### src/logic/audio_pkg.sv
//**************************************************
// audio output block shared definitions
// register offsets, control/status structs, sample pair
//**************************************************
package audio_pkg;

    // one audio sample word
    localparam int SAMPLE_W = 24;

    // the fifo depth must fit in this level counter width
    localparam int FIFO_LEVEL_W = 8;

    // word offsets from the bus base address
    localparam logic [31:0] REG_CTRL0       = 32'h00;
    localparam logic [31:0] REG_STAT0       = 32'h04;
    localparam logic [31:0] REG_FIFO_LOW    = 32'h08;
    localparam logic [31:0] REG_FIFO_LEVEL  = 32'h0c;
    localparam logic [31:0] REG_AUDIO_LEFT  = 32'h10;
    localparam logic [31:0] REG_AUDIO_RIGHT = 32'h14;

    // stereo sample pair with left in the upper half
    typedef struct packed {
        logic [SAMPLE_W-1:0] left;
        logic [SAMPLE_W-1:0] right;
    } sample_pair_t;

    // CTRL0 bits 3..0
    typedef struct packed {
        logic i2s_enable;
        logic dac_enable;
        logic dac_mode;
        logic soft_rst;
    } ctrl_t;

    // fifo state as seen by the register file
    typedef struct packed {
        logic [FIFO_LEVEL_W-1:0] level;
        logic                    full;
        logic                    empty;
    } fifo_stat_t;

endpackage
### src/logic/audio_core.sv
//**************************************************
// audio output block top level
// regs, sample fifo, i2s transmitter, sigma-delta dac
//**************************************************
`timescale 1ns/100ps

module audio_core
    import audio_pkg::*;
#(
    parameter logic [31:0] BASE_ADDR       = 32'h9000_0000,
    parameter int          FIFO_DEPTH_BITS = 4,
    parameter int          BCLK_DIV        = 2
) (
    input  logic        clk,
    input  logic        rst,

    // wishbone slave
    input  logic [31:0] wb_adr_i,
    input  logic [31:0] wb_dat_i,
    input  logic [3:0]  wb_sel_i,
    input  logic        wb_we_i,
    input  logic        wb_stb_i,
    output logic [31:0] wb_dat_o,
    output logic        wb_ack_o,

    // i2s pins
    output logic        i2s_bclk_o,
    output logic        i2s_lrclk_o,
    output logic        i2s_sdata_o,

    // pulse density outputs
    output logic        dac_left_o,
    output logic        dac_right_o
);

    ctrl_t        ctrl;
    sample_pair_t push_sample;
    logic         push;
    fifo_stat_t   fifo_stat;
    sample_pair_t head;
    logic         pop;

    audio_wb_regs #(
        .BASE_ADDR(BASE_ADDR)
    ) regs_i (
        .clk        (clk),
        .rst        (rst),
        .wb_adr_i   (wb_adr_i),
        .wb_dat_i   (wb_dat_i),
        .wb_sel_i   (wb_sel_i),
        .wb_we_i    (wb_we_i),
        .wb_stb_i   (wb_stb_i),
        .wb_dat_o   (wb_dat_o),
        .wb_ack_o   (wb_ack_o),
        .fifo_stat_i(fifo_stat),
        .ctrl_o     (ctrl),
        .sample_o   (push_sample),
        .push_o     (push)
    );

    sample_fifo #(
        .FIFO_DEPTH_BITS(FIFO_DEPTH_BITS)
    ) fifo_i (
        .clk       (clk),
        .rst       (rst),
        .soft_rst_i(ctrl.soft_rst),
        .push_i    (push),
        .sample_i  (push_sample),
        .pop_i     (pop),
        .head_o    (head),
        .stat_o    (fifo_stat)
    );

    i2s_tx #(
        .BCLK_DIV(BCLK_DIV)
    ) tx_i (
        .clk    (clk),
        .rst    (rst),
        .ctrl_i (ctrl),
        .head_i (head),
        .empty_i(fifo_stat.empty),
        .pop_o  (pop),
        .bclk_o (i2s_bclk_o),
        .lrclk_o(i2s_lrclk_o),
        .sdata_o(i2s_sdata_o)
    );

    // pop doubles as the frame strobe for the dac
    sigma_delta_dac dac_i (
        .clk        (clk),
        .rst        (rst),
        .ctrl_i     (ctrl),
        .load_i     (pop),
        .sample_i   (head),
        .dac_left_o (dac_left_o),
        .dac_right_o(dac_right_o)
    );

endmodule

### src/logic/sigma_delta_dac.sv
//**************************************************
// first order sigma-delta dac, two channels
//**************************************************
`timescale 1ns/100ps

module sigma_delta_dac
    import audio_pkg::*;
(
    input  logic         clk,
    input  logic         rst,
    input  ctrl_t        ctrl_i,
    input  logic         load_i,
    input  sample_pair_t sample_i,
    output logic         dac_left_o,
    output logic         dac_right_o
);

    logic                enable;
    logic [SAMPLE_W-1:0] chan_in [2];
    logic [1:0]          pdm;

    assign enable = ctrl_i.dac_mode && ctrl_i.dac_enable && !ctrl_i.soft_rst;

    // channel 0 left, channel 1 right
    assign chan_in[0] = sample_i.left;
    assign chan_in[1] = sample_i.right;

    for (genvar ch = 0; ch < 2; ch++) begin : g_chan
        logic [SAMPLE_W-1:0] value;
        logic [SAMPLE_W-1:0] acc;
        logic [SAMPLE_W:0]   sum;

        assign sum = {1'b0, acc} + {1'b0, value};

        always_ff @(posedge clk) begin
            if (rst || !enable) begin
                value   <= '0;
                acc     <= '0;
                pdm[ch] <= 1'b0;
            end else begin
                // signed to offset binary
                if (load_i) begin
                    value <= {~chan_in[ch][SAMPLE_W-1], chan_in[ch][SAMPLE_W-2:0]};
                end
                acc     <= sum[SAMPLE_W-1:0];
                // carry out is the pulse density bit
                pdm[ch] <= sum[SAMPLE_W];
            end
        end
    end

    assign dac_left_o  = pdm[0];
    assign dac_right_o = pdm[1];

endmodule

### src/logic/i2s_tx.sv
//**************************************************
// i2s transmitter, bit clock and frame timer
// fifo pop at frame start, 64 bit serializer
//**************************************************
`timescale 1ns/100ps

module i2s_tx
    import audio_pkg::*;
#(
    parameter int BCLK_DIV = 2
) (
    input  logic         clk,
    input  logic         rst,
    input  ctrl_t        ctrl_i,
    input  sample_pair_t head_i,
    input  logic         empty_i,
    output logic         pop_o,
    output logic         bclk_o,
    output logic         lrclk_o,
    output logic         sdata_o
);

    localparam int DIV_W = $clog2(BCLK_DIV + 1);

    logic             i2s_mode;
    logic             active;
    logic [DIV_W-1:0] div_cnt;
    logic             div_tick;
    logic             bclk_q;
    logic             lrclk_q;
    logic             fall;
    logic             frame_start;
    logic [5:0]       slot;
    logic [5:0]       slot_next;
    logic [63:0]      shreg;
    sample_pair_t     frame_pair;

    assign i2s_mode = ctrl_i.i2s_enable && !ctrl_i.dac_mode;

    // the frame timer also paces the DAC
    assign active = !ctrl_i.soft_rst
                 && (i2s_mode || (ctrl_i.dac_enable && ctrl_i.dac_mode));

    assign div_tick    = (div_cnt == DIV_W'(BCLK_DIV - 1));
    assign fall        = div_tick && bclk_q;
    assign slot_next   = slot + 6'd1;
    assign frame_start = fall && (slot == 6'd63);

    // pop and frame strobe in one
    assign pop_o = frame_start;

    assign frame_pair = empty_i ? '0 : head_i;

    // serial pins only move in i2s mode
    assign bclk_o  = i2s_mode && bclk_q;
    assign lrclk_o = i2s_mode && lrclk_q;
    assign sdata_o = i2s_mode && shreg[63];

    always_ff @(posedge clk) begin
        if (rst || !active) begin
            div_cnt <= '0;
            bclk_q  <= 1'b0;
            lrclk_q <= 1'b0;
            slot    <= 6'd63;
            shreg   <= '0;
        end else begin
            if (div_tick) begin
                div_cnt <= '0;
                bclk_q  <= !bclk_q;
            end else begin
                div_cnt <= div_cnt + 1'b1;
            end

            // everything shifts on the falling bit clock edge
            if (fall) begin
                slot    <= slot_next;
                lrclk_q <= slot_next[5];
                if (frame_start) begin
                    // msb one slot after each lrclk edge, then zero fill
                    shreg <= {1'b0, frame_pair.left, 8'b0, frame_pair.right, 7'b0};
                end else begin
                    shreg <= {shreg[62:0], 1'b0};
                end
            end
        end
    end

    a_pop_single: assert property (@(posedge clk) disable iff (rst)
        pop_o |=> !pop_o)
        else $error("pop held for two cycles");

endmodule

### src/logic/sample_fifo.sv
//**************************************************
// synchronous fifo of stereo sample pairs
//**************************************************
`timescale 1ns/100ps

module sample_fifo
    import audio_pkg::*;
#(
    parameter int FIFO_DEPTH_BITS = 4
) (
    input  logic         clk,
    input  logic         rst,
    input  logic         soft_rst_i,
    input  logic         push_i,
    input  sample_pair_t sample_i,
    input  logic         pop_i,
    output sample_pair_t head_o,
    output fifo_stat_t   stat_o
);

    localparam int DEPTH = 2 ** FIFO_DEPTH_BITS;
    localparam logic [FIFO_LEVEL_W-1:0] DEPTH_LVL = FIFO_LEVEL_W'(DEPTH);

    sample_pair_t               mem [DEPTH];
    logic [FIFO_DEPTH_BITS-1:0] wr_ptr;
    logic [FIFO_DEPTH_BITS-1:0] rd_ptr;
    logic [FIFO_LEVEL_W-1:0]    level;
    logic                       do_push;
    logic                       do_pop;

    // full push and empty pop are dropped
    assign do_push = push_i && !stat_o.full;
    assign do_pop  = pop_i && !stat_o.empty;

    assign stat_o.level = level;
    assign stat_o.full  = (level == DEPTH_LVL);
    assign stat_o.empty = (level == '0);

    // zero pair when nothing is queued
    assign head_o = stat_o.empty ? '0 : mem[rd_ptr];

    always_ff @(posedge clk) begin
        if (rst || soft_rst_i) begin
            wr_ptr <= '0;
            rd_ptr <= '0;
            level  <= '0;
        end else begin
            if (do_push) begin
                wr_ptr <= wr_ptr + 1'b1;
            end
            if (do_pop) begin
                rd_ptr <= rd_ptr + 1'b1;
            end
            // push and pop together leave the level alone
            if (do_push && !do_pop) begin
                level <= level + 1'b1;
            end else if (do_pop && !do_push) begin
                level <= level - 1'b1;
            end
        end
    end

    always_ff @(posedge clk) begin
        if (do_push) begin
            mem[wr_ptr] <= sample_i;
        end
    end

    a_level_bound: assert property (@(posedge clk) disable iff (rst)
        level <= DEPTH_LVL)
        else $error("fifo level above depth");

endmodule

### src/logic/audio_wb_regs.sv
//**************************************************
// wishbone register file of the audio block
// control, threshold, status, level, sample writes
//**************************************************
`timescale 1ns/100ps

module audio_wb_regs
    import audio_pkg::*;
#(
    parameter logic [31:0] BASE_ADDR = 32'h9000_0000
) (
    input  logic         clk,
    input  logic         rst,

    // wishbone slave
    input  logic [31:0]  wb_adr_i,
    input  logic [31:0]  wb_dat_i,
    input  logic [3:0]   wb_sel_i,
    input  logic         wb_we_i,
    input  logic         wb_stb_i,
    output logic [31:0]  wb_dat_o,
    output logic         wb_ack_o,

    // fifo side
    input  fifo_stat_t   fifo_stat_i,
    output ctrl_t        ctrl_o,
    output sample_pair_t sample_o,
    output logic         push_o
);

    logic [31:0] offset;
    logic [31:0] threshold;
    logic [31:0] rd_data;
    logic        fifo_low;
    logic        wr_en;
    logic        wr_left;
    logic        wr_right;
    logic        push_req;

    // decode relative to the base address
    assign offset = wb_adr_i - BASE_ADDR;
    assign wr_en  = wb_stb_i && wb_we_i;

    assign wr_left  = wr_en && (offset == REG_AUDIO_LEFT);
    assign wr_right = wr_en && (offset == REG_AUDIO_RIGHT);

    // bit 31 through lane 3 commits the holding pair
    assign push_req = (wr_left || wr_right) && wb_sel_i[3] && wb_dat_i[31];

    assign fifo_low = {{(32 - FIFO_LEVEL_W){1'b0}}, fifo_stat_i.level} < threshold;

    always_comb begin
        case (offset)
            REG_CTRL0: begin
                rd_data = {28'b0, ctrl_o};
            end
            REG_STAT0: begin
                rd_data = {29'b0, fifo_stat_i.full, fifo_stat_i.empty, fifo_low};
            end
            REG_FIFO_LOW: begin
                rd_data = threshold;
            end
            REG_FIFO_LEVEL: begin
                rd_data = {{(32 - FIFO_LEVEL_W){1'b0}}, fifo_stat_i.level};
            end
            default: begin
                rd_data = 32'h0;
            end
        endcase
    end

    // read data captured in the strobe cycle
    always_ff @(posedge clk) begin
        wb_dat_o <= rd_data;
    end

    // control state
    always_ff @(posedge clk) begin
        if (rst) begin
            ctrl_o    <= '0;
            threshold <= '0;
            push_o    <= 1'b0;
            wb_ack_o  <= 1'b0;
        end else begin
            wb_ack_o <= wb_stb_i;
            push_o   <= push_req && !ctrl_o.soft_rst;
            if (wr_en && (offset == REG_CTRL0) && wb_sel_i[0]) begin
                ctrl_o <= ctrl_t'(wb_dat_i[3:0]);
            end
            if (wr_en && (offset == REG_FIFO_LOW)) begin
                for (int i = 0; i < 4; i++) begin
                    if (wb_sel_i[i]) begin
                        threshold[8*i +: 8] <= wb_dat_i[8*i +: 8];
                    end
                end
            end
        end
    end

    // holding pair from bits 23..0 of each word
    always_ff @(posedge clk) begin
        for (int i = 0; i < 3; i++) begin
            if (wr_left && wb_sel_i[i]) begin
                sample_o.left[8*i +: 8] <= wb_dat_i[8*i +: 8];
            end
            if (wr_right && wb_sel_i[i]) begin
                sample_o.right[8*i +: 8] <= wb_dat_i[8*i +: 8];
            end
        end
    end

    // a second ack cycle needs a second strobe cycle behind it
    a_ack_per_strobe: assert property (@(posedge clk) disable iff (rst)
        (wb_ack_o && $past(wb_ack_o)) |-> ($past(wb_stb_i) && $past(wb_stb_i, 2)))
        else $error("wb_ack_o held without a matching strobe");

endmodule

### config.mk
export PLATFORM = sky130hd
export DESIGN_NAME = audio_core
export DESIGN_NICKNAME = d
export VERILOG_FILES = /design/src/logic/audio_pkg.sv /design/src/logic/audio_core.sv /design/src/logic/sigma_delta_dac.sv /design/src/logic/i2s_tx.sv /design/src/logic/sample_fifo.sv /design/src/logic/audio_wb_regs.sv
export SDC_FILE = /design/constraint.sdc
export NUM_CORES = 1
export LEC_CHECK = 0
export ABC_AREA = 0
export BUFFER_PORTS_ARGS = -buffer_cell sky130_fd_sc_hd__buf_2
export CAP_MARGIN = 20
export CORE_AREA = 5 5 280 282
export CTS_BUF_LIST = sky130_fd_sc_hd__clkbuf_8 sky130_fd_sc_hd__clkbuf_16
export CTS_CLUSTER_SIZE = 8
export DETAILED_ROUTE_END_ITERATION = 8
export DIE_AREA = 0 0 285 287
export GPL_TIMING_DRIVEN = 0
export PLACE_DENSITY = 0.74
export SYNTH_ARGS = -nofsm -noshare
export SYNTH_HDL_FRONTEND = slang
export SYNTH_SLANG_ARGS = --single-unit
### constraint.sdc
create_clock -name clk -period 4.4 [get_ports clk]
set_input_delay 0.44 -clock clk [delete_from_list [all_inputs] [get_ports clk]]
set_output_delay 0.44 -clock clk [all_outputs]
set_load 0.02 [all_outputs]
* Word level (Yosys, flattened, before mapping)
Memory sizes are Yosys's and may differ from the RTL's. A register that Yosys moved wholly into a read port is not among the register bits. Cells that the tools add are included.
Operators by class: add/sub/neg operators 9, $lt $le $gt $ge 1, eq/ne operators 8, muxes and demuxes 10, bitwise gates (word level) 2, reduce and logical (&&, ||, !) cells 50
Operator list (number):
- one-hot mux 32 bit (4 select lines) | 1
- two-way mux 48 bit | 2
- == test 32 x 4 -> 1 bit, second input constant | 2
- == test 32 x 5 -> 1 bit, second input constant | 2
- two-way mux 64 bit | 1
- adder 24 x 24 -> 25 bit | 2
- == test 32 x 3 -> 1 bit, second input constant | 1
- logical NOT 32 bit | 1
- less-than comparator 8 x 32 -> 1 bit | 1
- subtractor 32 bit, second input constant | 1
- logical AND 1 bit | 28
- two-way mux 8 bit | 2
- logical NOT 1 bit | 9
- adder 4 x 1 -> 4 bit, second input constant | 2
- adder 8 x 1 -> 8 bit, second input constant | 1
- == test 8 x 5 -> 1 bit, second input constant | 1
- logical NOT 8 bit | 1
- two-way mux 4 bit | 2
- AND reduction 2 bit | 4
- subtractor 8 x 1 -> 8 bit, second input constant | 1
- adder 6 x 1 -> 6 bit, second input constant | 1
- == test 6 bit, second input constant | 1
- logical OR 1 bit | 5
- adder 2 x 1 -> 2 bit, second input constant | 1
- 5 further kinds | 7
Storage, ports and cells: register bits after elaboration 306, bits in writable memories 768, input bits 72, output and inout port bits 38, word-level logic and storage cells 112, memories kept 1
Memories:
- fifo_i.mem | depth 16, bits a word 48, rd ports 1, clocked after Yosys merged registers in 1, wr ports 1, RTL line sample_fifo.sv:24 | sample_pair_t mem [DEPTH];

* Logic depth before layout (Yosys ltp)
word-level depth 7, gate-level depth with buffers 18

* Cells and area by module
From an unflattened synthesis, not the netlist that was laid out.
Unflattened totals: cell total of the unflattened synthesis 2648, area total of the unflattened synthesis 43912.1 um^2
Modules (own cells, without submodules):
- sample_fifo | times used 1, cells each 1267, area an instance 30269.0 um^2, seq. area each 23462.5 um^2
- sigma_delta_dac | times used 1, cells each 612, area an instance 5489.0 um^2, seq. area each 1961.9 um^2
- audio_wb_regs | times used 1, cells each 356, area an instance 4649.5 um^2, seq. area each 2842.7 um^2
- i2s_tx | times used 1, cells each 413, area an instance 3504.6 um^2, seq. area each 1341.3 um^2

* Worst setup path after synthesis
Ideal clock, no wire load.
path kind register to register, start point register fifo_i.level[5], end point memory fifo_i.mem[0][0] (netlist bit), enable pin, library setup time 0.513 ns, data arrival time 4.278 ns, required time 3.887 ns, setup slack -0.391 ns, cell stages (with the launch flop) 8, clock period less this slack 4.791 ns, cell sequence dfxtp_1 or4_1 nor4_1 nand2_1 and2_1 buf_2 nand2_1 nor3_1
On the way: longest elaborated chain between the ends 5
Ends and longest elaborated chain:
- from (decl) | RTL line sample_fifo.sv:27 | logic [FIFO_LEVEL_W-1:0] level;
- from (signal assigned) | RTL line sample_fifo.sv:56 | level <= level + 1'b1;
- from (signal assigned) | RTL line sample_fifo.sv:58 | level <= level - 1'b1;
- == test 8 x 5 -> 1 bit | RTL line sample_fifo.sv:36 | assign stat_o.full = (level == DEPTH_LVL);
- logical NOT 1 bit | RTL line sample_fifo.sv:32 | assign do_push = push_i && !stat_o.full;
- logical AND 1 bit | RTL line sample_fifo.sv:32
- named net fifo_i.do_push | RTL line sample_fifo.sv:28 | logic do_push;
- two-way mux 1 bit | RTL line sample_fifo.sv:64 | if (do_push) begin
- two-way mux 1 bit (implied by the code) | RTL line sample_fifo.sv:65 | mem[wr_ptr] <= sample_i;
- to (decl) | RTL line sample_fifo.sv:24
The timed path passes the listed nets, and every way through them passes these cells.

* Final worst setup path
start point register fifo_i.level[3], end point register fifo_i.level[7]
On the way: longest elaborated chain between the ends 6, elaborated cells on any way between the ends 15
Ends and longest elaborated chain:
- parallel branches: the longest is 6 deep, another holds subtractor 8 x 1 -> 8 bit
Parallel ways; which one is timed is not known. The select of a mux whose other input is x is not followed. A chain may end at the register's enable or synchronous reset.

==> results.toml <==
[outcome]
status = "completed"

[die]
dieWidth_um = 285
fp.coreArea_um2 = 75400
start_util = 0.557
dieArea_um2 = 81800
die_h_um = 287
pin_count = 110
rows = 101

[clock_network]
clk_pin_slew_ns = 0.05
cts.sinks = 1071
clock_latency_ns = 0.73
root_buffer = "clkbuf_16"
cts_tree = "yes"
cts_buffers = 152
cts_buffer_depth = 3
htreeDepth = 4

[sta]
period_share = 0.963
worstMarginPinSlew_ns = 1.14
fin_skew_ns = 0.0427
layout_min_cycle_time_ns = 4.24
slew_headroom = 0.239
finalHoldWorstSlack_ns = 0.0466
hold_viol = 0
max_freq_mhz = 236
rsz0062_at_grt = "no"
setup_viol = 0
slew_viol_final = 0
setup_tns_ns = 0

[global_route]
grt.met1_usage = 0.360
grt_usage = 0.282
grt_overflow = 0
antenna_found_initial = 4
grt_pass1_vias = 25800
grt_pass1_wl_mm = 169
use_met3 = 0.0699
grt_max_degree = 24
top_usage_layer = "met2"
met2_usage = 0.470

[critical_path]
worstSetupPathType = "reg2reg"
end_kind = "flip-flop"
reg2reg_slack_ns = 0.16
cp.required_ns = 5.05
start_kind = "flip-flop"
cp.arrival_ns = 4.89
critPathMaxFanout = 10

[power_and_ir_drop]
ir_drop_mv = 0.389
cellPowerDensity_nw_per_um2 = 433
leakage_nw = 17.0
p_total_mw = 21.4

[yosys]
ys.flop_type = "edfxtp_1"
synth_cells = 2477
ys_seq_area_frac = 0.704
async_flop_share = 0
synth_warnings = 0
synth_edf_count = 816
ys_types = 72
syn_nets = 2621
netlist_area_um2 = 42000
avgSynthCellArea_um2 = 17.0
synth.ff_latch_count = 1071

[placed_design]
gp_routability_congestion = 0.860
io_buffers = 106
dp_hpwl_mm = 70.4

[job]
drv_cap = 0

[drt]
route.detailed.drc = 0
post_drt_via_cell_ratio = 6.43
antenna_left = 0
drt-pass1-iter-count = 8
drt_iter0_markers = 2771
vias = 24900
wl_mm = 114
wire_per_inst_um = 29.6

[finish]
layout-drive-gt1-share = 0.230
num-nets-final = 2957
final_util = 0.655
syn_to_final_growth_pct = 17.6

[worst_hold_path]
worstHoldPathType = "in2reg"
==> critical path: stages, from the launching register on <==
cell,delay [ns]
dfxtp_1,0.38
or4_1,0.57
nor4_2,0.29
nor2b_4,0.35
nor2_4,0.10
clkbuf_8,0.21
inv_1,0.10
ha_2,0.21
inv_2,0.10
ha_1,0.32
a21o_1,0.21
a21oi_2,0.15
o21bai_1,0.11
a2111o_1,0.45
a31o_2,0.22
a21oi_1,0.19
mux2i_1,0.20
==> Yosys cell counts (all sizes together), types with 18 or more instances <==
cell type,n,area (um2)
edfxtp,816,24500
dfxtp,255,5100
mux4,239,5380
a21oi,205,1040
nand2,155,584
nor2,129,492
clkbuf,87,340
ha,69,863
o21ai,67,335
mux2i,55,551
buf,44,284
and2,42,264
a21o,32,244
nand3,26,130
xnor2,24,210
nor3,23,115
inv,22,82.6
xor2,20,175
nand4,18,179
==> kinds of logic after synthesis <==
| group | Yosys count | synth area share |
|---|---|---|
| and+or+nand+nor | 471 | 0.0545 |
| muxes | 296 | 0.142 |
| buffers and inverters | 153 | 0.0168 |
| xor gates and xnor gates | 44 | 0.00917 |
| adders and majority gates | 72 | 0.0220 |
| AOI/OAI and AO/OA | 370 | 0.0516 |
| DFF | 1071 | 0.704 |
==> per-layer routing <==
metal,share of wire,vias up,routed length [um]
met1,0.36,12600,40900
met2,0.49,1616,56500
met5,0,-,0
li1,-,10400,-
met3,0.10,289,11700
met4,0.045,0,5110
==> power by group <==
| group | switching [mW] | internal, mW | total, mW | leakage, nW |
|---|---|---|---|---|
| registers | 0.000127 | 10.8 | 10.8 | 9.38 |
| clock network | 4.30 | 6.21 | 10.5 | 2.30 |
| logic | 0.0791 | 0.0398 | 0.119 | 5.30 |
| total | 4.38 | 17.0 | 21.4 | 17.0 |
==> final cells by class <==
type	count	area (um2)
repair buffers	182	1690
plain buffers	131	634
clock inverters	72	518
multi-input cells	1253	11900
well taps	978	1220
diodes	4	10.0
fillers	4795	26000
clock buffers	152	3800
flip-flops and latches	1071	29600
inverters	22	82.6
==> repair_timing <==
item	4_1_cts	5_1_grt
hold buffers	16	0
hold endpoints to repair	23	0
setup endpoints to repair	5	1
pin swaps	0	3
buffers inserted	1	4
resized for setup	8	3
==> registers in the layout (all words and copies together) (netlist names), named ones only <==
name / cells
dac_i.g_chan.value: 48
tx_i.slot: 6
tx_i.shreg: 57
dac_i.dac_right_o: 1
regs_i.push_o: 1
tx_i.div_cnt: 2
tx_i.bclk_q: 1
regs_i.threshold: 32
regs_i.ctrl_o: 4
fifo_i.mem: 768
regs_i.wb_ack_o: 1
fifo_i.rd_ptr: 4
dac_i.g_chan.acc: 48
tx_i.lrclk_q: 1
dac_i.dac_left_o: 1
fifo_i.level: 8
fifo_i.wr_ptr: 4
regs_i.wb_dat_o: 32
regs_i.sample_o: 48
==> worst paths after layout <==
path,end,from,cells after the start
setup / recovery,fifo_i.level[7]$_SDFFE_PP0P_,fifo_i.level[3]$_SDFFE_PP0P_,16
hold / removal,regs_i.sample_o[21]$_DFFE_PP_,wb_dat_i[21],1
setup reg to reg,fifo_i.level[7]$_SDFFE_PP0P_,fifo_i.level[3]$_SDFFE_PP0P_,16
hold reg to reg,tx_i.div_cnt[0]$_SDFF_PP0_,tx_i.div_cnt[0]$_SDFF_PP0_,1
==> stage by stage <==
| step | area, um2 | setup slack, ns | cells |
|---|---|---|---|
| 2_1_floorplan | 42000 | -0.391 | 2477 |
| 3_3_place_gp | 43800 | -4.98 | 3561 |
| 3_5_place_dp | 44800 | -0.662 | 3611 |
| 4_1_cts | 49300 | 0.0732 | 3852 |
| 5_1_grt | 49400 | 0.0147 | 3861 |
| 6_report | 49400 | 0.161 | 3865 |
==> cells in the final DEF, fill, tap and decap left out, types with 55 or more instances in the layout <==
cell type | Yosys | final
edfxtp_1 | 816 | 816
dfxtp_1 | 255 | 255
mux4_2 | 239 | 239
a21oi_1 | 204 | 203
nand2_1 | 154 | 154
clkbuf_16 | 0 | 152
buf_2 | 11 | 117
nor2_1 | 128 | 115
clkbuf_1 | 83 | 82
inv_1 | 22 | 77
ha_1 | 69 | 68
o21ai_0 | 64 | 64
mux2i_1 | 55 | 55
Power figures use the tool's default switching activity.
